==> config.mk <==
export PLATFORM = sky130hd
export DESIGN_NAME = load_align
export DESIGN_NICKNAME = d
export VERILOG_FILES = /design/src/rtl/mem_access_pkg.sv /design/src/rtl/dcache_cfg_pkg.sv /design/src/rtl/load_align.sv
export SDC_FILE = /design/constraint.sdc
export NUM_CORES = 1
export LEC_CHECK = 0
export BUFFER_PORTS_ARGS = -buffer_cell sky130_fd_sc_hd__buf_2
export CAP_MARGIN = 20
export CORE_AREA = 2 2 90 92
export DETAILED_ROUTE_END_ITERATION = 10
export DIE_AREA = 0 0 92 94
export SLEW_MARGIN = 20
export SYNTH_ARGS = -nofsm -noshare
export SYNTH_HDL_FRONTEND = slang
export SYNTH_SLANG_ARGS = --single-unit
==> constraint.sdc <==
create_clock -name vclk -period 1.8
set_input_delay 0.36 -clock vclk [all_inputs]
set_output_delay 0.36 -clock vclk [all_outputs]
set_load 0.05 [all_outputs]
==> src/rtl/mem_access_pkg.sv <==
package mem_access_pkg;

  // cpu side and bus side share one 32-bit view of memory
  typedef logic [31:0] addr_t;  // byte address
  typedef logic [31:0] word_t;  // one data word
  typedef logic [3:0]  be_t;    // one enable per byte lane

  // access size as given by the load/store unit
  typedef enum logic [1:0] {
    SIZE_BYTE = 2'd0,
    SIZE_HALF = 2'd1,
    SIZE_WORD = 2'd2
  } size_t;  // 2'd3 is not a legal size

  // upper half of the address map is i/o, never cached
  localparam int UNCACHED_BIT = 31;

endpackage

==> src/rtl/dcache_cfg_pkg.sv <==
package dcache_cfg_pkg;

  // line geometry, 64 byte lines
  localparam int LINE_WORDS    = 16;
  localparam int NUM_BANKS     = 4;   // words interleaved over the banks
  localparam int BYTE_OFF_BITS = 6;   // log2 of line size in bytes

  typedef logic [$clog2(LINE_WORDS)-1:0] word_off_t;  // word within a line
  typedef logic [$clog2(NUM_BANKS)-1:0]  bank_sel_t;  // low bits of word_off_t

  // controller FSM
  typedef enum logic [2:0] {
    IDLE,         // wait for a cpu request
    HIT_RESP,     // bank read done, write hit merged here
    WRITEBACK,    // dirty victim out, 16 beats
    REFILL,       // new line in, 16 beats
    REFILL_DONE,  // one bubble so the banks see the last beat
    UNC_ACCESS,   // single beat to i/o
    UNC_RESP      // answer the cpu for uncached access
  } ctrl_state_e;

endpackage

==> src/rtl/load_align.sv <==
`timescale 1ns/1ps

module load_align (
  input  mem_access_pkg::word_t     bank_rdata_i [dcache_cfg_pkg::NUM_BANKS],
  input  dcache_cfg_pkg::word_off_t word_i,       // request word or writeback beat
  input  logic [1:0]                addr_lo_i,
  input  mem_access_pkg::size_t     size_i,
  input  logic                      uncached_i,
  input  mem_access_pkg::word_t     unc_rdata_i,
  output mem_access_pkg::word_t     rdata_o,
  output mem_access_pkg::word_t     evict_word_o
);
  import mem_access_pkg::*;
  import dcache_cfg_pkg::*;

  bank_sel_t bank;
  word_t     bank_word;
  word_t     unc_word;

  // words interleave over banks by the low word bits
  assign bank      = word_i[$bits(bank_sel_t)-1:0];
  assign bank_word = bank_rdata_i[bank];

  // uncached loads come back zero extended
  always_comb begin
    case (size_i)
      SIZE_BYTE: unc_word = {24'h0, unc_rdata_i[{addr_lo_i, 3'b000} +: 8]};
      SIZE_HALF: unc_word = {16'h0, unc_rdata_i[{addr_lo_i[1], 4'b0000} +: 16]};
      SIZE_WORD: unc_word = unc_rdata_i;
      default:   unc_word = '0;  // illegal size reads as zero
    endcase
  end

  assign evict_word_o = bank_word;
  assign rdata_o      = uncached_i ? unc_word : bank_word;  // cached hits return full word

endmodule

# After elaboration in Yosys (flattened, before gate mapping)
# Index checks and enable logic that the tools add are counted.
# totals
elab_cells	12
regBits	0
output_inout_bits	64
# classes
n_eq_ne	2
bitwise	1
muxes	5
magnitude_cmp	1
n_shift	2
n_reduce_logical	1
# ops
op	n
two-way mux 32 bit	3
one-hot mux 32 bit (3 select lines)	1
binary-select mux 32 bit (select 2 bit)	1
variable part select 32 x 6 -> 16 bit	1
variable part select 32 x 6 -> 8 bit	1
greater-or-equal comparator 3 bit, second input constant	1
NOT 2 -> 3 bit	1
== test 2 x 1 -> 1 bit, second input constant	1
== test 2 bit, second input constant	1
logical NOT 2 bit	1

# Depth between registers and ports, before layout
# logic_depth
ltp_word	5
mapped_depth	5

# Least setup slack after synthesis
# No wires, ideal clock.
# synth_timing
path_type	input-to-output
startpoint	input word_i[0]
endpoint	output rdata_o[2]
stages	5
setup_slack_ns	-0.542
t_arrival_ns	1.982
n_path_buf	2
cell_sequence	buf_6 > buf_12 > mux4_2 > nor2_1 > a21oi_1
# synth_between
elab_chain_len	5
# synth_rtl
item	line_no	rtl
from (decl)	load_align.sv:5	input dcache_cfg_pkg::word_off_t word_i,
NOT 2 -> 3 bit (implied by the code)	load_align.sv:22	assign bank_word = bank_rdata_i[bank];
binary-select mux 32 bit (select 2 bit)	load_align.sv:22	
two-way mux 32 bit (implied by the code) (2 in a row)	load_align.sv:22	
named net evict_word_o[2]	load_align.sv:11	output mem_access_pkg::word_t evict_word_o
two-way mux 32 bit	load_align.sv:35	assign rdata_o = uncached_i ? unc_word : bank_word;
to (decl)	load_align.sv:10	output mem_access_pkg::word_t rdata_o,
# The timed path passes the listed nets, and every way through them passes these cells. The select of a mux whose other input is x is not followed.

# Final worst setup path
# layout_timing
startpoint	input word_i[0]
endpoint	output rdata_o[10]
# layout_between
elab_chain_len	5
# layout_rtl
item	line_no
NOT 2 -> 3 bit (implied by the code)	load_align.sv:22
binary-select mux 32 bit (select 2 bit)	load_align.sv:22
two-way mux 32 bit (implied by the code) (2 in a row)	load_align.sv:22
two-way mux 32 bit	load_align.sv:35
# Every way passes these cells. The select of a mux whose other input is x is not followed.

==> out/summary.md <==
The run gives 2629 as the number of global-route vias before repair. Of the synthesized area, sequential elements account for 0%. The share of the synthesized area in the top cell type was 45.2%. Among all cell types in the netlist, the one instantiated most often is mux4_2. The number of different library cells used by synthesis comes to 25. The post-synthesis share of cell area spent on xor and xnor gates came out at 0%. For the number of antenna violations at the first check in global routing, the log shows 0. The routed design has 9.50 mm of wire. Power spread over the standard cell area amounts to 435 nW/um^2. The fraction of layout instances using a drive strength above 1 is 90.8%, and the quantity of I/O buffers inserted on ports is 231. The mean instance size in the synthesized netlist was 9.43 um^2; the design area was 4180 um^2.

The endpoint type of the worst setup path was an output port. After technology mapping, the gate count stands at 169. The largest net degree at the start of global routing was 23; the slew at the pin with the worst max-slew slack was 0.392 ns.

In the global route stage, overall resource usage came out at 19.9%. For this run, design rule violations remaining after detail routing come to 0. Summed over all cells, the static leakage comes to 2.03 nW. In the finished layout, the clock tree contains a buffer count of 0. The run finished, with violations left. Sequential cells placed in the final layout were counted as 0. The tightest min-delay check is of the in2out type. The mapped netlist covers 1590 um^2. The checks that failed: negative setup slack.

The logs give 2560 for the count of vias placed by the detailed router and 0 for the remaining global-route overflow. The synthesis-to-layout area growth is 162%. The simple-gate portion of the synthesized area is 11.1%, and the count of antenna-violating nets left after detailed routing is 0.

The die height was 94 um; the standard cell area after detailed placement was 3380 um^2. In the post-synthesis netlist, the biggest area contributors are mux4_2 (45%), a22o_1 (8.8%), mux2_2 (5.7%), nor2_1 (5.4%), a221oi_1 (4.4%). STA classifies the critical path startpoint as an input port. Number of primary I/O pins: 233. Total power for the finished layout comes to 1.82 mW. In the synthesized netlist, mux cells make up 50.9% of the area.

The maximum fanout along the worst path is 11. The pre-antenna-repair detailed-routing pass consisted of 4 iterations. Registers take 0 um^2. In this run, the number of DRC markers left after iteration 0 of detailed routing was 79. Following the worst setup path forward leads to its endpoint at rdata_o[10].

The worst setup path is of the in2out kind. The logs give 7610 um^2 for the area inside the core boundary and 32 for the number of rows created at floorplan. By count the netlist is led by mux4_2 (32), nor2_1 (23), a22o_1 (16). Routability congestion estimate from global placement: 0.793.

After detailed routing, the average wire length per cell comes to 18.0 um. The mean number of vias per cell was 4.86. Prior to clock tree synthesis, the placed netlist has a worst setup slack of -0.336 ns.

Detailed placement ended at an HPWL of 7.57 mm. The post-route fraction of the period consumed by the critical path was 107%. The tools report the max-capacitance violation count as 0. Setup violations remaining at the end of the flow were counted as 37.

STA puts the critical path data arrival time at 1.57 ns. Setup repair after global routing could not meet its margin everywhere. The worst voltage drop across the vdd grid was 283 uV; the final critical-path required period was 1.93 ns. The adder and majority cell fraction of the synthesized area came out at 0%.

The net total in the final layout came out at 596. The dominant combinational cell family by area after synthesis is multiplexers. The run gives 13.6 mm as the global-route wire length before repair. The start point of the critical path was word_i[0]. The die width came out at 92 um.

The tools report the count of pins over their slew limit as 0. Once the floorplan was initialized, standard cells occupied 21.0% of the core. Data required time at the worst endpoint: 1.44 ns.

The worst max-slew margin expressed relative to the limit was 73.8%; the compound-gate portion of the synthesized area was 26.7%. The Yosys step of the flow raised 0 warnings. Of all cell types, the one taking the most synthesized area is mux4_2. Once placement completed, the tool counted placed cells totaling 518.

The net count of the mapped netlist was 338. Based on the critical path, the design can be clocked at up to 517 MHz. The logs give 0 for the number of buffers inserted by hold repair at cts and 54.9% for the fraction of the core area covered by cells at the end of the flow. The worst-case setup margin in the final layout was -0.134 ns; the die area was 8650 um^2. The number of antenna diodes in the final layout is 0. After the flow finishes, the layout carries non-filler instances totaling 527. Number of hold violations in the final report: 0.
-- worst min-delay path by stage --
stage	startpoint	endpoint	slack, ns	cells after the start
3_5_place_dp	unc_rdata_i[18]	rdata_o[18]	1.18	3
6_report	unc_rdata_i[18]	rdata_o[18]	1.08	3
4_1_cts	unc_rdata_i[18]	rdata_o[18]	1.08	3
5_1_grt	unc_rdata_i[20]	rdata_o[20]	1.09	3
3_3_place_gp	unc_rdata_i[18]	rdata_o[18]	1.17	3
2_1_floorplan	unc_rdata_i[30]	rdata_o[30]	0.90	1
-- through the flow --
stage / TNS [ns] / hold WS (ns)
floorplan: -4.75 / 0.905
global placement: -9.79 / 1.17
detailed placement: -11.09 / 1.18
CTS: -3.43 / 1.08
global route: -4.40 / 1.09
finish: -3.19 / 1.08
-- worst max-delay path: stages --
cell and delay [ns]:
buf_12 0.13, buf_16 0.16, mux4_2 0.57, nor2_4 0.14
nor2_4 0.05, buf_6 0.15
-- layer usage --
metal,track usage (%),vias to the layer above,share of wire [%]
met5,0,-,0
met4,2.49,0,1.2
met3,2.25,10,5.0
met2,37.6,106,56
met1,25.0,1227,38
li1,-,1217,-
-- power by group --
part           internal, mW  leakage [nW]  switching (mW)  total [mW]
registers                 0             0               0           0
clock network             0             0               0           0
logic                 0.808          2.03            1.01        1.82
-- final cells by class --
cell class                      count  area (um^2)
Fill cell                         677         3430
Multi-Input combinational cell    137         1940
Timing Repair Buffer              276         2060
Tap cell                          102          128
Inverter                           12         48.8
-- cells by family (layout without fill, tap and decap cells) --
logic type      count (synthesis)  after routing
compound gates                 58             58
buf+inv                        32            288
mux                            40             40
simple gates                   39             39
-- cells in the final DEF (no fill, tap or decap), types with 2 or more instances in the layout --
cell and n:
nor2_1 2, nand2_1 2, a221oi_2 6, a221oi_4 2
o221ai_2 2, o21ai_1 3, buf_16 5, o21ai_0 7
buf_2 177, mux2_2 3, a21oi_4 2, a21oi_1 4
nand2_2 2, mux4_2 32, nand2b_1 2, a22o_4 16
buf_12 6, a21oi_2 2, a32o_2 4, buf_8 11
buf_4 32, inv_1 10, a21o_4 4, nor2_4 20
nor2b_4 2, nor2b_1 4, buf_6 45, o22ai_1 3
mux2_4 5, nand3_4 2
-- what timing repair did --
| item | CTS | global route |
|---|---|---|
| setup endpoints to repair | 64 | 48 |
| gates resized for setup | 153 | 31 |
| setup buffers | 2 | 2 |
| pin swaps | 8 | 2 |
| gates cloned | 5 | 0 |
Power figures use the tool's default switching activity.
