## src/rtl/mem_access_pkg.sv

```systemverilog
package mem_access_pkg;

  // cpu side and bus side share one 32-bit view of memory
  typedef logic [31:0] addr_t;  // byte address
  typedef logic [31:0] word_t;  // one data word
  typedef logic [3:0]  be_t;    // one enable per byte lane

  // access size as given by the load/store unit
  typedef enum logic [1:0] {
    SIZE_BYTE = 2'd0,
    SIZE_HALF = 2'd1,
    SIZE_WORD = 2'd2
  } size_t;  // 2'd3 is not a legal size

  // upper half of the address map is i/o, never cached
  localparam int UNCACHED_BIT = 31;

endpackage

```

## src/rtl/dcache_cfg_pkg.sv

```systemverilog
package dcache_cfg_pkg;

  // line geometry, 64 byte lines
  localparam int LINE_WORDS    = 16;
  localparam int NUM_BANKS     = 4;   // words interleaved over the banks
  localparam int BYTE_OFF_BITS = 6;   // log2 of line size in bytes

  typedef logic [$clog2(LINE_WORDS)-1:0] word_off_t;  // word within a line
  typedef logic [$clog2(NUM_BANKS)-1:0]  bank_sel_t;  // low bits of word_off_t

  // controller FSM
  typedef enum logic [2:0] {
    IDLE,         // wait for a cpu request
    HIT_RESP,     // bank read done, write hit merged here
    WRITEBACK,    // dirty victim out, 16 beats
    REFILL,       // new line in, 16 beats
    REFILL_DONE,  // one bubble so the banks see the last beat
    UNC_ACCESS,   // single beat to i/o
    UNC_RESP      // answer the cpu for uncached access
  } ctrl_state_e;

endpackage

```

## src/rtl/tag_store.sv

```systemverilog
`timescale 1ns/1ps

module tag_store #(
  parameter  int INDEX_BITS = 6,
  localparam int TAG_BITS   =
    $bits(mem_access_pkg::addr_t) - dcache_cfg_pkg::BYTE_OFF_BITS - INDEX_BITS
) (
  input  logic                  clk,
  input  logic                  rst,
  input  logic [INDEX_BITS-1:0] index_i,
  input  logic [TAG_BITS-1:0]   tag_i,
  input  logic                  we_i,
  input  logic                  dirty_i,
  output logic                  hit_o,
  output logic                  dirty_o,
  output logic [TAG_BITS-1:0]   tag_o
);

  localparam int LINES = 1 << INDEX_BITS;

  logic [LINES-1:0]    valid_q;
  logic [LINES-1:0]    dirty_q;
  logic [TAG_BITS-1:0] tag_q [LINES];

  // a write always leaves the line valid
  always_ff @(posedge clk) begin
    if (rst) begin
      valid_q <= '0;
      dirty_q <= '0;
      tag_q   <= '{default: '0};
    end else if (we_i) begin
      valid_q[index_i] <= 1'b1;
      dirty_q[index_i] <= dirty_i;
      tag_q[index_i]   <= tag_i;
    end
  end

  // lookup is combinational, same cycle as the index
  assign tag_o   = tag_q[index_i];
  assign dirty_o = dirty_q[index_i];  // only ever set on a valid line
  assign hit_o   = valid_q[index_i] && (tag_q[index_i] == tag_i);

endmodule

```

## config.mk

```make
export PLATFORM = sky130hd
export DESIGN_NAME = tag_store
export DESIGN_NICKNAME = d
export VERILOG_FILES = /design/src/rtl/mem_access_pkg.sv /design/src/rtl/dcache_cfg_pkg.sv /design/src/rtl/tag_store.sv
export SDC_FILE = /design/constraint.sdc
export NUM_CORES = 2
export LEC_CHECK = 0
export BUFFER_PORTS_ARGS = -buffer_cell sky130_fd_sc_hd__buf_2
export CELL_PAD_IN_SITES_DETAIL_PLACEMENT = 1
export CELL_PAD_IN_SITES_GLOBAL_PLACEMENT = 2
export CORE_MARGIN = 3
export CORE_UTILIZATION = 41
export CTS_CLUSTER_SIZE = 16
export DETAILED_ROUTE_END_ITERATION = 8
export GPL_TIMING_DRIVEN = 0
export PLACE_DENSITY = 0.82
export SETUP_SLACK_MARGIN = 0.4
export SLEW_MARGIN = 20
export SYNTH_ARGS = -nofsm -noshare
export SYNTH_HDL_FRONTEND = slang
export SYNTH_SLANG_ARGS = --single-unit
```

## constraint.sdc

```tcl
create_clock -name clk -period 7 [get_ports clk]
set_input_delay 0 -clock clk [delete_from_list [all_inputs] [get_ports clk]]
set_output_delay 0 -clock clk [all_outputs]
set_load 0.05 [all_outputs]
```

# Yosys cells after proc, flatten, opt, wreduce, memory -nomap -nowiden
# Cells that the tools add are included.
# word_totals
ff_bits	1408
word_cells	89
in_bits	30
# classes
muxes	13
magnitude_cmp	4
bitwise	2
n_reduce_logical	3
n_eq_ne	1
# op_table
op	n
$bwmux W1280	1
$bmux W20 S6	1
$demux W20 S6	1
$bwmux W64	1
$or A64 B64 Y64	1
$mux W20	3
$eq A20 B20 Y1	1
$bmux W1 S6	2
$ge A7 B7 Y1 const B	1
$lt A6 B7 Y1 const B	1
$lt A7 B1 Y1 const B	1
$not A6 Y7	1
$demux W1 S6	1
$ge A6 B1 Y1 const B	1
$logic_and A1 B1 Y1	3
$mux W1	3

# Depth between registers and ports, before layout
# logic_depth
depth_word	6
ltp_mapped	14
depth_no_buf	9

# Worst setup path after synthesis
# Ideal clock, no wire load.
# synth_timing
kind	input port to output port
from	in index_i[5]
to	out hit_o
path_stages	10
arrival_ns	3.699
path_buffers	3
slack_ns	3.301
required_ns	7.000
cell_sequence	clkbuf_1 clkbuf_1 buf_1 mux2_2 a22o_1 a21oi_1 o21ai_0 xnor2_1 nand4_1 nor4_2
# synth_via
elab_chain_len	6
elab_cells_between_ends	8
classes_between	1 x eq/ne; 5 x mux; 1 x bitwise; 1 x reduce/logical
# synth_lines
element	line	rtl
from (decl)	tag_store.sv:10	input logic [INDEX_BITS-1:0] index_i,
$not A6 Y7	--	
$bmux W20 S6	--	
$mux W20 (2 in a row)	--	
named net tag_o[5]	tag_store.sv:16	output logic [TAG_BITS-1:0] tag_o
$eq A20 B20 Y1	tag_store.sv:41	assign hit_o = valid_q[index_i] && (tag_q[index_i] == tag_i);
$logic_and A1 B1 Y1	tag_store.sv:41	
to (decl)	tag_store.sv:14	output logic hit_o,
# The timed path passes the listed nets, and every way through them passes these cells. The select of a mux whose other input is x is not followed.

# Worst setup path in the final report
# layout_timing
from	in index_i[2]
to	out dirty_o
# layout_via
elab_chain_len	2
# layout_lines
element	line	rtl
$bmux W1 S6	tag_store.sv:40	assign dirty_o = dirty_q[index_i];
$mux W1 (not written as such)	tag_store.sv:40	
to (decl)	tag_store.sv:15	output logic dirty_o,
# No other way between the ends. The select of a mux whose other input is x is not followed.

==> results by group <==
Run status
  • Run status: complete, but fails checks
  • Failing checks: negative setup slack

GRT
  • Vias in the first global route: between 60,000 and 70,000
  • Global-route wire length before repair: ~540,000 um
  • Initial antenna violation count: 73
  • Grt ovf: 0
  • Largest net degree at the start of global routing: 17
  • Total GRT Usage: around 53%

Setup path
  • Crit end category: primary output
  • Kind of critical path: in2out
  • FF-to-FF Start: tag_q[1254]
  • CP max stage delay: 880 ps
  • WP buf/inv: 8
  • Req. time, crit path: 7000 ps
  • Critical Path Start Type: input pin
  • Cell family with most CP delay: buffers and inverters
  • Worst reg2reg path endpoint: tag_q[1254]
  • CP max FO: 10
  • Reg2Reg Depth: 2
  • CP max-delay cell: buf_2
  • Worst EP arrival: between 7000 and 8000 ps
  • FF-to-FF setup slack: between 6000 and 7000 ps
  • Crit path top cell by count: buf_2
  • CP Cell Sequence: buf_2 -> buf_6 -> buf_2 -> buf_2 -> buf_2 -> buf_2 -> buf_2 -> mux4_2 -> mux2i_1 -> o221ai_1 -> or4_1 -> buf_2

Clock tree
  • H-tree levels: 4
  • Skew-Pair Late Insertion Delay: around 820 ps
  • CTS tree: done
  • Total CTS buffers: approximately 160
  • Clk sink count: 1,408
  • Clk buf depth: 3
  • CTS Root Cell: clkbuf_16
  • Clock transition at path regs: 70 ps

Place
  • Port bufs: between 40 and 50
  • Gpl congestion: 1.096
  • Placed insts: around 9,600
  • Post-Place Setup Slack: about 480 ps
  • Placed cell area: between 60,000 and 70,000 sq um
  • DP Wirelength: around 300,000 um

Route
  • Post-route ant nets: 0
  • Via density: ~6.7
  • Router iterations before antenna repair: 6
  • Detailed Route WL: slightly above 400,000 um
  • WL/cell: around 42 um
  • Initial drt markers: 10,210
  • # DRC: 0
  • Vias after detailed routing: roughly 67,000

Yosys
  • Synthesized Nets: roughly 7,600
  • Warnings, synthesis: 0
  • Post-synth EDFFs: 0
  • Avg Synthesized Cell Area: slightly below 8 sq um
  • Main flop type after synthesis: dfxtp_1
  • Cell count after synthesis: around 7,500
  • Async set-reset flop share out of synthesis: 0%
  • Mapped cell area: around 60,000 sq um
  • #FFs+latches synth: 1,408
  • Netlist cell types: 64
  • Post-synthesis sequential area ratio: 47.15%

Floorplanning
  • Initial Util: around 41%
  • Die area: roughly 150,000 sq um
  • Row cnt: 139
  • Die width: approximately 390 um
  • Number of I/O pins: 52
  • Core area: approximately 140,000 sq um
  • Die Ht: between 300 and 400 um

Layout
  • Fraction of layout cells with a size suffix above 1: 10.18%
  • Final #Nets: between 7,000 and 8,000
  • Core Util, Final: about half
  • Design area: approximately 70,000 sq um
  • Non-Filler Instances: about 10,000
  • Layout area overhead: 16.60%

STA
  • Tcrit/Tclk final: 101.3%
  • Min cycle time layout: around 7000 ps
  • FMAX: 141.0 MHz
  • Worst slew pin tran: 1428 ps
  • Setup slack after layout: -90.68 ps
  • Slew Limit Fails: 0
  • RSZ-0062 raised after global routing: no
  • Clock Skews: 0 ps
  • Slew HR: around 4.6%
  • Finish-stage setup viols: 1
  • Final hold viol count: 0

Pwr
  • PD cells: 270.1 nW/um^2
  • Power Total: 18.83 mW
  • Peak VDD IR: roughly 0.22 mV
  • Leak: 22.65 nW

Min path
  • Beginning of the worst hold path: tag_i[8]
  • Hold Path Class: in2reg
  • Hold EP: tag_q[28]
  • Worst hold path stage count: 4

Job
  • Max-Cap Viols: 0
==> placed cells by master, fill, tap and decap left out, types with 32 or more instances in the layout <==
cell       count
a21oi_1     1383
nor2_1       283
dfxtp_1     1408
mux2i_1      124
buf_2        124
clkbuf_16    161
mux2_2        32
o21ai_0       46
clkbuf_2      69
a22oi_1       32
mux4_2       180
clkbuf_8      44
o22ai_1       57
clkbuf_1     598
a221oi_1     188
nand2_1     2802
diode_2       55
==> area by class of cell <==
class                      count  area (sq um)
timing repair buffer         126          1713
antenna                       55         137.6
clock buffer                 235          4747
fill                       17400         74470
sequential                  1408         28190
tap                         1903          2381
multi-input combinational   5374         28660
clock inverter                55         680.7
inverter                       6         22.52
buffer                       753          3183
==> power by group <==
part           internal [mW]  total (mW)  switching, mW
clock                   5.03        8.90           3.87
sequential              8.05        8.07         0.0234
combinational          0.331        1.86           1.53
==> state kept, by name, indices dropped and copies added, names as in the netlist <==
signal and cells:
valid_q 64, tag_q 1280, dirty_q 64
==> timing repair <==
action,CTS,global route
endpoints found under the hold margin,30,0
hold buffers,10,0
setup buffers,0,0
gates resized for setup,0,1
setup endpoints to repair,0,1
==> cell families (layout without fill, tap and decap cells) <==
kind of cell / Yosys count / after routing / share of synthesized area (%)
other: 0 / 55 / 0
xor gates and xnor gates: 19 / 19 / 0.2783
AOI/OAI and AO/OA: 1809 / 1809 / 17.13
muxes: 350 / 350 / 9.723
and+or+nand+nor: 3196 / 3196 / 20.56
DFF: 1408 / 1408 / 47.15
buffers and inverters: 759 / 1175 / 5.157
==> synth_stat cells (3+ instances only) <==
library cell / number / area [sq um]
nand2_1: 2803 / 10520
dfxtp_1: 1408 / 28190
a21oi_1: 1384 / 6927
clkbuf_1: 639 / 2399
nor2_1: 288 / 1081
a221oi_1: 188 / 1647
mux4_2: 180 / 4054
mux2i_1: 127 / 1271
o22ai_1: 57 / 356.6
buf_2: 52 / 260.3
o21ai_0: 50 / 250.2
a22oi_1: 32 / 240.2
buf_1: 32 / 120.1
mux2_2: 32 / 360.4
nand3_1: 28 / 140.1
a22o_1: 15 / 131.4
buf_4: 15 / 112.6
buf_6: 15 / 168.9
a221o_1: 13 / 130.1
o2bb2ai_1: 12 / 105.1
xnor2_1: 12 / 105.1
or4_1: 11 / 82.58
a31oi_1: 10 / 62.56
mux2_1: 10 / 112.6
nor3_1: 9 / 45.04
o21ai_1: 9 / 45.04
nand3b_1: 8 / 60.06
nand4_1: 8 / 50.05
nor2b_1: 7 / 43.79
xor2_1: 7 / 61.31
a32oi_1: 6 / 52.55
and3_1: 6 / 37.54
o221ai_1: 6 / 52.55
inv_1: 5 / 18.77
or3b_2: 5 / 43.79
a211oi_1: 4 / 30.03
and2_1: 4 / 25.02
o211ai_1: 4 / 30.03
o22a_1: 4 / 35.03
nand2b_1: 3 / 18.77
nor3b_1: 3 / 22.52
or2_2: 3 / 18.77
==> tightest hold or removal path, stage by stage <==
cell and delay [ps]:
buf_2 110, clkbuf_4 490, nand2_1 180, a21oi_1 70
==> layer usage <==
layer	up-vias	part of all wire, %	GRT usage (%)
met1	33540	36	64.08
met4	46	9.7	43.35
met3	1506	16	25.34
met2	5594	39	70.74
met5	-	0.11	0
li1	26060	-	-
==> metrics by stage <==
| step | hold slack (ps) | setup TNS (ps) |
|---|---|---|
| 6_report | 60.88 | -90.68 |
| 4_1_cts | 6.734 | 0 |
| 5_1_grt | 46.93 | 0 |
| 3_5_place_dp | 425.5 | 0 |
| 2_1_floorplan | 236.9 | 0 |
| 3_3_place_gp | 437.1 | -475400 |
==> worst max path at each step <==
stage | end | slack [ps] | cells after the start | startpoint
global placement | tag_q[392] | -1340 | 13 | index_i[0]
global route | hit_o | 500 | 14 | index_i[2]
CTS | hit_o | 480 | 15 | index_i[2]
detailed placement | hit_o | 480 | 15 | index_i[2]
finish | dirty_o | -90 | 12 | index_i[2]
floorplan | hit_o | 3300 | 10 | index_i[5]
Power figures use the tool's default switching activity.
