<file path="config.mk">
export PLATFORM = sky130hd
export DESIGN_NAME = dcache_ctrl
export DESIGN_NICKNAME = d
export VERILOG_FILES = /design/src/rtl/mem_access_pkg.sv /design/src/rtl/dcache_cfg_pkg.sv /design/src/rtl/dcache_ctrl.sv
export SDC_FILE = /design/constraint.sdc
export NUM_CORES = 1
export LEC_CHECK = 0
export ABC_AREA = 0
export BUFFER_PORTS_ARGS = -buffer_cell sky130_fd_sc_hd__buf_2
export CORE_AREA = 2 2 125 127
export DETAILED_ROUTE_END_ITERATION = 7
export DIE_AREA = 0 0 127 129
export PLACE_DENSITY = 0.53
export SETUP_SLACK_MARGIN = 0.2
export SLEW_MARGIN = 25
export SYNTH_ARGS = -nofsm -noshare
export SYNTH_HDL_FRONTEND = slang
export SYNTH_SLANG_ARGS = --single-unit
</file>
<file path="constraint.sdc">
create_clock -name clk -period 1.75 [get_ports clk]
set_input_delay 0.35 -clock clk [delete_from_list [all_inputs] [get_ports clk]]
set_output_delay 0.35 -clock clk [all_outputs]
set_load 0.03 [all_outputs]
</file>
<file path="src/rtl/mem_access_pkg.sv">
package mem_access_pkg;

  // cpu side and bus side share one 32-bit view of memory
  typedef logic [31:0] addr_t;  // byte address
  typedef logic [31:0] word_t;  // one data word
  typedef logic [3:0]  be_t;    // one enable per byte lane

  // access size as given by the load/store unit
  typedef enum logic [1:0] {
    SIZE_BYTE = 2'd0,
    SIZE_HALF = 2'd1,
    SIZE_WORD = 2'd2
  } size_t;  // 2'd3 is not a legal size

  // upper half of the address map is i/o, never cached
  localparam int UNCACHED_BIT = 31;

endpackage

</file>
<file path="src/rtl/dcache_cfg_pkg.sv">
package dcache_cfg_pkg;

  // line geometry, 64 byte lines
  localparam int LINE_WORDS    = 16;
  localparam int NUM_BANKS     = 4;   // words interleaved over the banks
  localparam int BYTE_OFF_BITS = 6;   // log2 of line size in bytes

  typedef logic [$clog2(LINE_WORDS)-1:0] word_off_t;  // word within a line
  typedef logic [$clog2(NUM_BANKS)-1:0]  bank_sel_t;  // low bits of word_off_t

  // controller FSM
  typedef enum logic [2:0] {
    IDLE,         // wait for a cpu request
    HIT_RESP,     // bank read done, write hit merged here
    WRITEBACK,    // dirty victim out, 16 beats
    REFILL,       // new line in, 16 beats
    REFILL_DONE,  // one bubble so the banks see the last beat
    UNC_ACCESS,   // single beat to i/o
    UNC_RESP      // answer the cpu for uncached access
  } ctrl_state_e;

endpackage

</file>
<file path="src/rtl/dcache_ctrl.sv">
`timescale 1ns/1ps

module dcache_ctrl #(
  parameter  int INDEX_BITS = 6,
  localparam int TAG_BITS   = 32 - dcache_cfg_pkg::BYTE_OFF_BITS - INDEX_BITS
) (
  input  logic                                 clk,
  input  logic                                 rst,
  input  logic                                 req_valid_i,
  input  logic                                 req_we_i,
  input  mem_access_pkg::addr_t                req_addr_i,
  input  mem_access_pkg::word_t                req_wdata_i,
  input  mem_access_pkg::be_t                  req_be_i,
  input  mem_access_pkg::size_t                req_size_i,
  input  logic                                 hit_i,
  input  logic                                 dirty_i,
  input  logic [TAG_BITS-1:0]                  old_tag_i,
  input  mem_access_pkg::word_t                evict_word_i,
  input  logic                                 wb_ack_i,
  input  mem_access_pkg::word_t                wb_dat_i,
  output logic                                 tag_we_o,
  output logic                                 tag_dirty_o,
  output logic [INDEX_BITS+1:0]                bank_addr_o,
  output logic [dcache_cfg_pkg::NUM_BANKS-1:0] bank_we_o,
  output mem_access_pkg::be_t                  bank_be_o,
  output mem_access_pkg::word_t                bank_wdata_o,
  output dcache_cfg_pkg::word_off_t            beat_o,
  output logic                                 uncached_o,
  output mem_access_pkg::word_t                unc_rdata_o,
  output logic                                 ready_o,
  output logic                                 wb_cyc_o,
  output logic                                 wb_stb_o,
  output logic                                 wb_we_o,
  output mem_access_pkg::addr_t                wb_adr_o,
  output mem_access_pkg::word_t                wb_dat_o,
  output mem_access_pkg::be_t                  wb_sel_o
);
  import mem_access_pkg::*;
  import dcache_cfg_pkg::*;

  ctrl_state_e           state_q;
  ctrl_state_e           state_d;
  word_off_t             beat_q;      // beat of the running burst
  word_off_t             beat_nxt;
  word_off_t             req_word;    // word of the cpu request
  logic [1:0]            row;         // word row inside a bank
  bank_sel_t             wr_bank;
  logic                  bank_wr;
  logic                  cached;
  logic                  last_beat;
  logic                  bus_active;
  logic                  ready_q;
  logic [INDEX_BITS-1:0] index;
  word_t                 unc_rdata_q;
  be_t                   unc_rd_sel;

  assign cached    = ~req_addr_i[UNCACHED_BIT];
  assign index     = req_addr_i[BYTE_OFF_BITS +: INDEX_BITS];
  assign req_word  = req_addr_i[2 +: $bits(word_off_t)];
  assign beat_nxt  = beat_q + word_off_t'(wb_ack_i);  // address moves after the ack
  assign last_beat = wb_ack_i && (beat_q == word_off_t'(LINE_WORDS - 1));

  always_comb begin
    state_d = state_q;
    case (state_q)
      IDLE: begin
        // ready_q high means the cpu still shows the finished request
        if (req_valid_i && !ready_q) begin
          if (!cached)
            state_d = UNC_ACCESS;
          else if (hit_i)
            state_d = HIT_RESP;
          else if (dirty_i)
            state_d = WRITEBACK;  // victim out first
          else
            state_d = REFILL;
        end
      end
      HIT_RESP:    state_d = IDLE;
      WRITEBACK:   state_d = last_beat ? REFILL : WRITEBACK;
      REFILL:      state_d = last_beat ? REFILL_DONE : REFILL;
      REFILL_DONE: state_d = HIT_RESP;  // finish as a normal hit
      UNC_ACCESS:  state_d = wb_ack_i ? UNC_RESP : UNC_ACCESS;
      UNC_RESP:    state_d = IDLE;
      default:     state_d = IDLE;
    endcase
  end

  always_ff @(posedge clk) begin
    if (rst) begin
      state_q <= IDLE;
      beat_q  <= '0;
      ready_q <= 1'b0;
    end else begin
      state_q <= state_d;
      beat_q  <= (state_q == WRITEBACK || state_q == REFILL) ? beat_nxt : '0;
      ready_q <= (state_q == HIT_RESP) || (state_q == UNC_RESP);  // one cycle pulse
    end
  end

  // single uncached read word
  always_ff @(posedge clk) begin
    if (state_q == UNC_ACCESS && wb_ack_i)
      unc_rdata_q <= wb_dat_i;
  end

  // bank row, banks answer one cycle late
  always_comb begin
    case (state_q)
      IDLE:      row = hit_i ? req_word[3:2] : 2'b00;  // a miss may start a writeback
      WRITEBACK: row = beat_nxt[3:2];                  // prefetch word of next beat
      REFILL:    row = beat_q[3:2];
      default:   row = req_word[3:2];
    endcase
  end

  assign bank_addr_o  = {index, row};
  assign wr_bank      = (state_q == REFILL) ? beat_q[1:0] : req_word[1:0];
  assign bank_wr      = (state_q == REFILL && wb_ack_i) || (state_q == HIT_RESP && req_we_i);
  assign bank_we_o    = bank_wr ? (NUM_BANKS'(1) << wr_bank) : '0;
  assign bank_be_o    = (state_q == HIT_RESP) ? req_be_i : '1;  // refill writes full words
  assign bank_wdata_o = (state_q == REFILL) ? wb_dat_i : req_wdata_i;
  assign beat_o       = (state_q == WRITEBACK) ? beat_q : req_word;

  // write hit marks dirty, last refill beat installs a clean line
  assign tag_we_o    = (state_q == HIT_RESP && req_we_i) || (state_q == REFILL && last_beat);
  assign tag_dirty_o = (state_q == HIT_RESP);

  // lane select for an uncached read
  always_comb begin
    case (req_size_i)
      SIZE_BYTE: unc_rd_sel = be_t'(1) << req_addr_i[1:0];
      SIZE_HALF: unc_rd_sel = req_addr_i[1] ? 4'b1100 : 4'b0011;
      default:   unc_rd_sel = '1;
    endcase
  end

  assign bus_active = (state_q == WRITEBACK) || (state_q == REFILL) ||
                      (state_q == UNC_ACCESS);
  assign wb_cyc_o   = bus_active;
  assign wb_stb_o   = bus_active;
  assign wb_we_o    = (state_q == WRITEBACK) || (state_q == UNC_ACCESS && req_we_i);
  assign wb_dat_o   = (state_q == WRITEBACK) ? evict_word_i : req_wdata_i;
  assign wb_sel_o   = (state_q != UNC_ACCESS) ? '1 : (req_we_i ? req_be_i : unc_rd_sel);

  always_comb begin
    case (state_q)
      WRITEBACK: wb_adr_o = {old_tag_i, index, beat_q, 2'b00};  // victim address
      REFILL:    wb_adr_o = {req_addr_i[31:BYTE_OFF_BITS], beat_q, 2'b00};
      default:   wb_adr_o = {req_addr_i[31:2], 2'b00};
    endcase
  end

  assign uncached_o  = ~cached;
  assign unc_rdata_o = unc_rdata_q;
  assign ready_o     = ready_q;

endmodule

</file>
# == After elaboration in Yosys (flattened, before gate mapping) ==
# Cells that the tools add are included.
# word_totals
output_inout_bits,159
wordCells,56
ff_bits,40
input_bits,161
# op_classes
bitwise_logic,1
n_reduce_logical,17
muxes,21
add_sub_neg,1
shift,2
eq_ne,10
# op_table
operator,count
2-to-1 mux 32 bit,2
case mux 32 bit (2 select lines),1
2-to-1 mux 4 bit,6
case mux 3 bit (5 select lines),1
"equality test 3 bit, second input constant",3
2-to-1 mux 3 bit,3
2-to-1 mux 2 bit,4
case mux 4 bit (2 select lines),1
"<< shifter 1 x 2 -> 4 bit, first input constant",2
logical AND 1 bit,7
"equality test 3 x 2 -> 1 bit, second input constant",2
logical OR 1 bit,6
case mux 2 bit (3 select lines),1
adder 4 x 1 -> 4 bit,1
"equality test 4 bit, second input constant",1
"equality test 3 x 1 -> 1 bit, second input constant",1
zero test 3 bit,1
"inequality test 3 bit, second input constant",1
"equality test 2 x 1 -> 1 bit, second input constant",1
zero test 2 bit,1
2-to-1 mux 1 bit,2
"inequality test 2 bit, second input constant",1
OR reduction 2 bit,1
zero test 1 bit,1
NOT 1 bit,1

# == Longest topological paths before layout ==
# logic_depth
ltp_word,5
ltp_mapped,6
depth_no_buf,5

# == Worst setup path before layout ==
# Ideal clock, no wire load.
# synth_timing
path_kind,register to output
start,reg state_q[0]
end,out bank_we_o[0] (netlist name)
path_buffers,2
t_arrival_ps,1533
t_required_ps,1400
setup_slack_ps,-133
stages_incl_launch_ff,6
path_cell_list,dfxtp_1 > buf_2 > and3b_1 > buf_2 > or3_1 > a21oi_1
# synth_via
elab_chain_cells,4
elab_cells_between_ends,8
classes_between,eq/ne: 2; shift: 1; mux: 2; reduce/logical: 3
# synth_rtl
element,line,rtl
"start, declared",dcache_ctrl.sv:41,ctrl_state_e state_q;
"start signal, assigned",dcache_ctrl.sv:95,state_q <= state_d;
equality test 3 x 2 -> 1 bit or equality test 3 x 1 -> 1 bit (tied branches),"dcache_ctrl.sv:118, dcache_ctrl.sv:119",
2-to-1 mux 2 bit or logical AND 1 bit (tied branches),"dcache_ctrl.sv:118, dcache_ctrl.sv:119",
<< shifter 1 x 2 -> 4 bit or logical OR 1 bit (tied branches),"dcache_ctrl.sv:120, dcache_ctrl.sv:119",
2-to-1 mux 4 bit *,dcache_ctrl.sv:120,assign bank_we_o = bank_wr ? (NUM_BANKS'(1) << wr_bank) : '0;
"end, declared",dcache_ctrl.sv:24,"output logic [dcache_cfg_pkg::NUM_BANKS-1:0] bank_we_o,"
# Every way passes the cells marked *; elsewhere a longest branch is shown, timed or not.

# == Worst setup path in the final report ==
# layout_timing
start,reg state_q[0]
end,out wb_dat_o[17]
# layout_via
elab_chain_cells,2
# layout_rtl
element,line,rtl
equality test 3 x 2 -> 1 bit,dcache_ctrl.sv:143,assign wb_dat_o = (state_q == WRITEBACK) ? evict_word_i : req_wdata_i;
2-to-1 mux 32 bit,dcache_ctrl.sv:143,
"end, declared",dcache_ctrl.sv:35,"output mem_access_pkg::word_t wb_dat_o,"
# No other way between the ends.

==> results.rst <==
.. list-table::
   :header-rows: 1

   * - Metric
     - Value
   * - Class of the worst hold path
     - input port to register
   * - Power per unit of standard cell area
     - 575.5 nW/µm²
   * - Critical path class
     - register to output pin
   * - Total length of routed wires
     - 15000 µm
   * - Final instance area
     - 6804 µm²
   * - Data arrival time of the worst path
     - 1760 ps
   * - Die extent in y
     - 129 µm
   * - CTS hold repair buffers
     - 0
   * - Count of final max-slew check failures
     - 0
   * - Post-synthesis to final-layout area growth
     - 132.9%
   * - Maximum number of pins on one net before global-route repair
     - 33
   * - Endpoint kind of the worst setup timing path
     - output pin
   * - Post-Syn Area per Cell
     - 9.334 µm²
   * - Detailed-route wire length per cell
     - 17.71 µm
   * - Mapped Area
     - 2922 µm²
   * - Via count of the first global-routing pass
     - 3845
   * - Number of warning messages in the yosys log
     - 0
   * - Remaining number of nets flagged by the antenna check after routing
     - 0
   * - Fraction of synthesis flops using an asynchronous set or reset pin
     - 0
   * - Floorplan die area
     - 16380 µm²
   * - Peak supply drop
     - 0.0003155 V
   * - Run status
     - finished with violations
   * - Clock slew at reported path FFs
     - 60 ps
   * - Violations in the final reports
     - setup timing
   * - Arithmetic-cell share of the synthesized area counting full adders, half adders and majority gates
     - 0.008565
   * - Number of enable flip-flop cells after synthesis
     - 32
   * - DRC violation count after routing
     - 0
   * - Max Root-Sink Buffers
     - 2
   * - Worst setup margin
     - -363.4 ps
   * - Final Skew
     - 3.678 ps
   * - Most instantiated library cell after synthesis
     - sky130_fd_sc_hd__nand2_1
   * - Estimated wirelength of the detail-placed design
     - 10570 µm
   * - Fmax achieved
     - 473.2 MHz
   * - Cell count after synthesis
     - 313
   * - Area after detailed placement
     - 5004 µm²
   * - Number of buffers added by the clock tree synthesis step
     - 5
   * - Seq cells post-synth
     - 40
   * - Final hold viol count
     - 0
   * - First DRT Iteration DRCs
     - 140
   * - Number of diodes added for antenna fixing
     - 0
   * - H-Tree Depth
     - 2
   * - Filler cell count in the final layout
     - 1422
   * - Largest cells by area after synthesis
     - sky130_fd_sc_hd__edfxtp_1 33%, sky130_fd_sc_hd__mux2_2 24%, sky130_fd_sc_hd__nand2_1 13%
   * - Hold slack final
     - 246.4 ps
   * - Number of nets at the end of the flow
     - 821
   * - First-pass DRT Iterations
     - 6
   * - Overall via count from detail_route
     - 3761
   * - RSZ-0062 raised after global routing
     - yes
   * - Period utilization
     - 1.208
   * - Simple-gate portion of the synthesized area
     - 0.2214
   * - Post-layout total power
     - 3.916 mW
   * - Crit Path Max Fanout
     - 6
   * - TritonCTS clock tree
     - yes
   * - Number of buffers inserted by port buffering
     - 299
   * - Most frequently used flop master after synthesis
     - sky130_fd_sc_hd__edfxtp_1
   * - R2R cell count
     - 6
   * - Number of cells traversed by the worst hold path
     - 1
   * - Number of antenna violations at the first check in global routing
     - 0
   * - Root Buffer Master
     - sky130_fd_sc_hd__clkbuf_16
   * - Min cycle time layout
     - 2113 ps
   * - Synth cell count leaders
     - 102 x sky130_fd_sc_hd__nand2_1, 61 x sky130_fd_sc_hd__mux2_2, 32 x sky130_fd_sc_hd__edfxtp_1
   * - Max Cap Viol
     - 0
   * - I/O pin total
     - 320
   * - Die Width
     - 127 µm
   * - Initial standard-cell utilization of the core
     - 0.1951
   * - Routability Congestion
     - 0.8430
   * - Fraction of synthesized area in multiplexers
     - 0.2351
   * - Dominant combinational cell family by area after synthesis
     - multiplexers
   * - Setup Total Neg Slack
     - -29470 ps
   * - Total gr overflow
     - 0
   * - Area share of xor/xnor cells in the synthesized design
     - 0.01199
   * - Global router's overall resource usage
     - 0.1684
   * - Wire length of the first global-routing pass
     - 21200 µm
   * - Number of clock sinks
     - 40
   * - Row cnt
     - 45
   * - Final core utilization
     - 0.4543
   * - CP required
     - 1400 ps
   * - Clock network latency to the later pin of the worst-skew pair
     - 290 ps
   * - Fraction of post-synthesis cell area in the top cell type by area
     - 0.3289
   * - LEAKAGE
     - 3.226 nW
   * - Synth Area in Compound Gates
     - 0.05996
   * - Average via count per standard cell
     - 4.440
   * - Share of post-route cells with drive strength above 1
     - 0.7906
   * - Final setup violating endpoints
     - 111
   * - Proportion of synthesized chip area in sequential cells
     - 0.3837
   * - Cell type contributing the most total cell area after synthesis
     - sky130_fd_sc_hd__edfxtp_1
   * - Element type at the critical path start
     - register
   * - Core footprint
     - 14980 µm²
   * - Post-synthesis cell type count
     - 36
## report_power, final
| part | total [mW] | switching, mW | internal, mW | leakage (nW) |
|---|---|---|---|---|
| sequential | 1.05 | 0.0115 | 1.04 | 0.355 |
| combinational | 1.78 | 0.906 | 0.875 | 2.79 |
| clock | 1.08 | 0.410 | 0.671 | 0.0798 |
## flip-flops by register name, indices dropped and copies added (netlist names)
register     count
beat_q           4
ready_o          1
state_q          3
unc_rdata_o     32
## layer usage
metal,up-vias,part of all wire,track usage
li1,1766,-,-
met1,1778,0.38,0.1849
met2,191,0.54,0.3254
met3,26,0.066,0.03784
met4,0,0.018,0.04525
met5,-,0,0
## what timing repair did
item,CTS,global route
pin swaps,49,3
buffers inserted,26,5
gates cloned,8,4
resized for setup,310,5
setup endpoints to repair,143,143
## cells in the final DEF (no fill, tap or decap), types with 3 or more instances in the layout
| cell type | instances |
|---|---|
| sky130_fd_sc_hd__buf_12 | 12 |
| sky130_fd_sc_hd__nand2b_4 | 5 |
| sky130_fd_sc_hd__buf_16 | 8 |
| sky130_fd_sc_hd__buf_4 | 42 |
| sky130_fd_sc_hd__a21oi_1 | 3 |
| sky130_fd_sc_hd__mux2_2 | 14 |
| sky130_fd_sc_hd__edfxtp_1 | 32 |
| sky130_fd_sc_hd__nand2_1 | 57 |
| sky130_fd_sc_hd__buf_8 | 3 |
| sky130_fd_sc_hd__buf_2 | 203 |
| sky130_fd_sc_hd__clkbuf_16 | 8 |
| sky130_fd_sc_hd__nand2_4 | 23 |
| sky130_fd_sc_hd__nor2_1 | 4 |
| sky130_fd_sc_hd__o21bai_1 | 3 |
| sky130_fd_sc_hd__buf_6 | 102 |
| sky130_fd_sc_hd__mux2_4 | 47 |
| sky130_fd_sc_hd__nor3b_1 | 3 |
| sky130_fd_sc_hd__o21ai_0 | 3 |
| sky130_fd_sc_hd__nand2_2 | 22 |
| sky130_fd_sc_hd__nand3_1 | 5 |
| sky130_fd_sc_hd__a2bb2oi_2 | 4 |
| sky130_fd_sc_hd__nand3b_1 | 7 |
| sky130_fd_sc_hd__dfxtp_1 | 4 |
## metrics by stage
stage	cells	worst slack, ps
finish	847	-363.4
detailed placement	796	-92.39
floorplan	314	115.9
CTS	838	-402.2
global route	847	-438.8
global placement	796	-53.45
## final cells by class
| cell class | count | area, µm² | share of cell area |
|---|---|---|---|
| inverters | 2 | 11.26 | 0.001655 |
| flip-flops and latches | 40 | 1131 | 0.1662 |
| clock inverters | 3 | 42.54 | 0.006252 |
| multi-input cells | 236 | 2198 | 0.3231 |
| repair buffers | 373 | 3060 | 0.4498 |
| well taps | 188 | 235.2 | 0.03457 |
| clock buffers | 5 | 125.1 | 0.01839 |
## cell families after synthesis
group | after synthesis
adder cells (fa/ha/maj) | 2
multiplexers | 61
XOR/XNOR | 4
AO/OA/AOI/OAI | 26
AND/OR/NAND/NOR | 141
buffers and inverters | 38
other | 1
flip-flops | 40
## critical path, cell delays in order, from the launching register on
cell and delay (ps):
sky130_fd_sc_hd__dfxtp_2 340, sky130_fd_sc_hd__nor3b_4 210, sky130_fd_sc_hd__buf_6 140, sky130_fd_sc_hd__buf_12 120, sky130_fd_sc_hd__buf_12 100, sky130_fd_sc_hd__buf_16 110, sky130_fd_sc_hd__mux2_4 300, sky130_fd_sc_hd__buf_6 140
## final timing paths
check	endpoint	start	slack [ps]
max	wb_dat_o[17]	state_q[0]	-360
min	unc_rdata_o[27]	wb_dat_i[27]	250
max reg2reg	unc_rdata_o[2]	state_q[1]	160
min reg2reg	beat_q[3]	beat_q[3]	650
(Power assumes the default switching activity.)
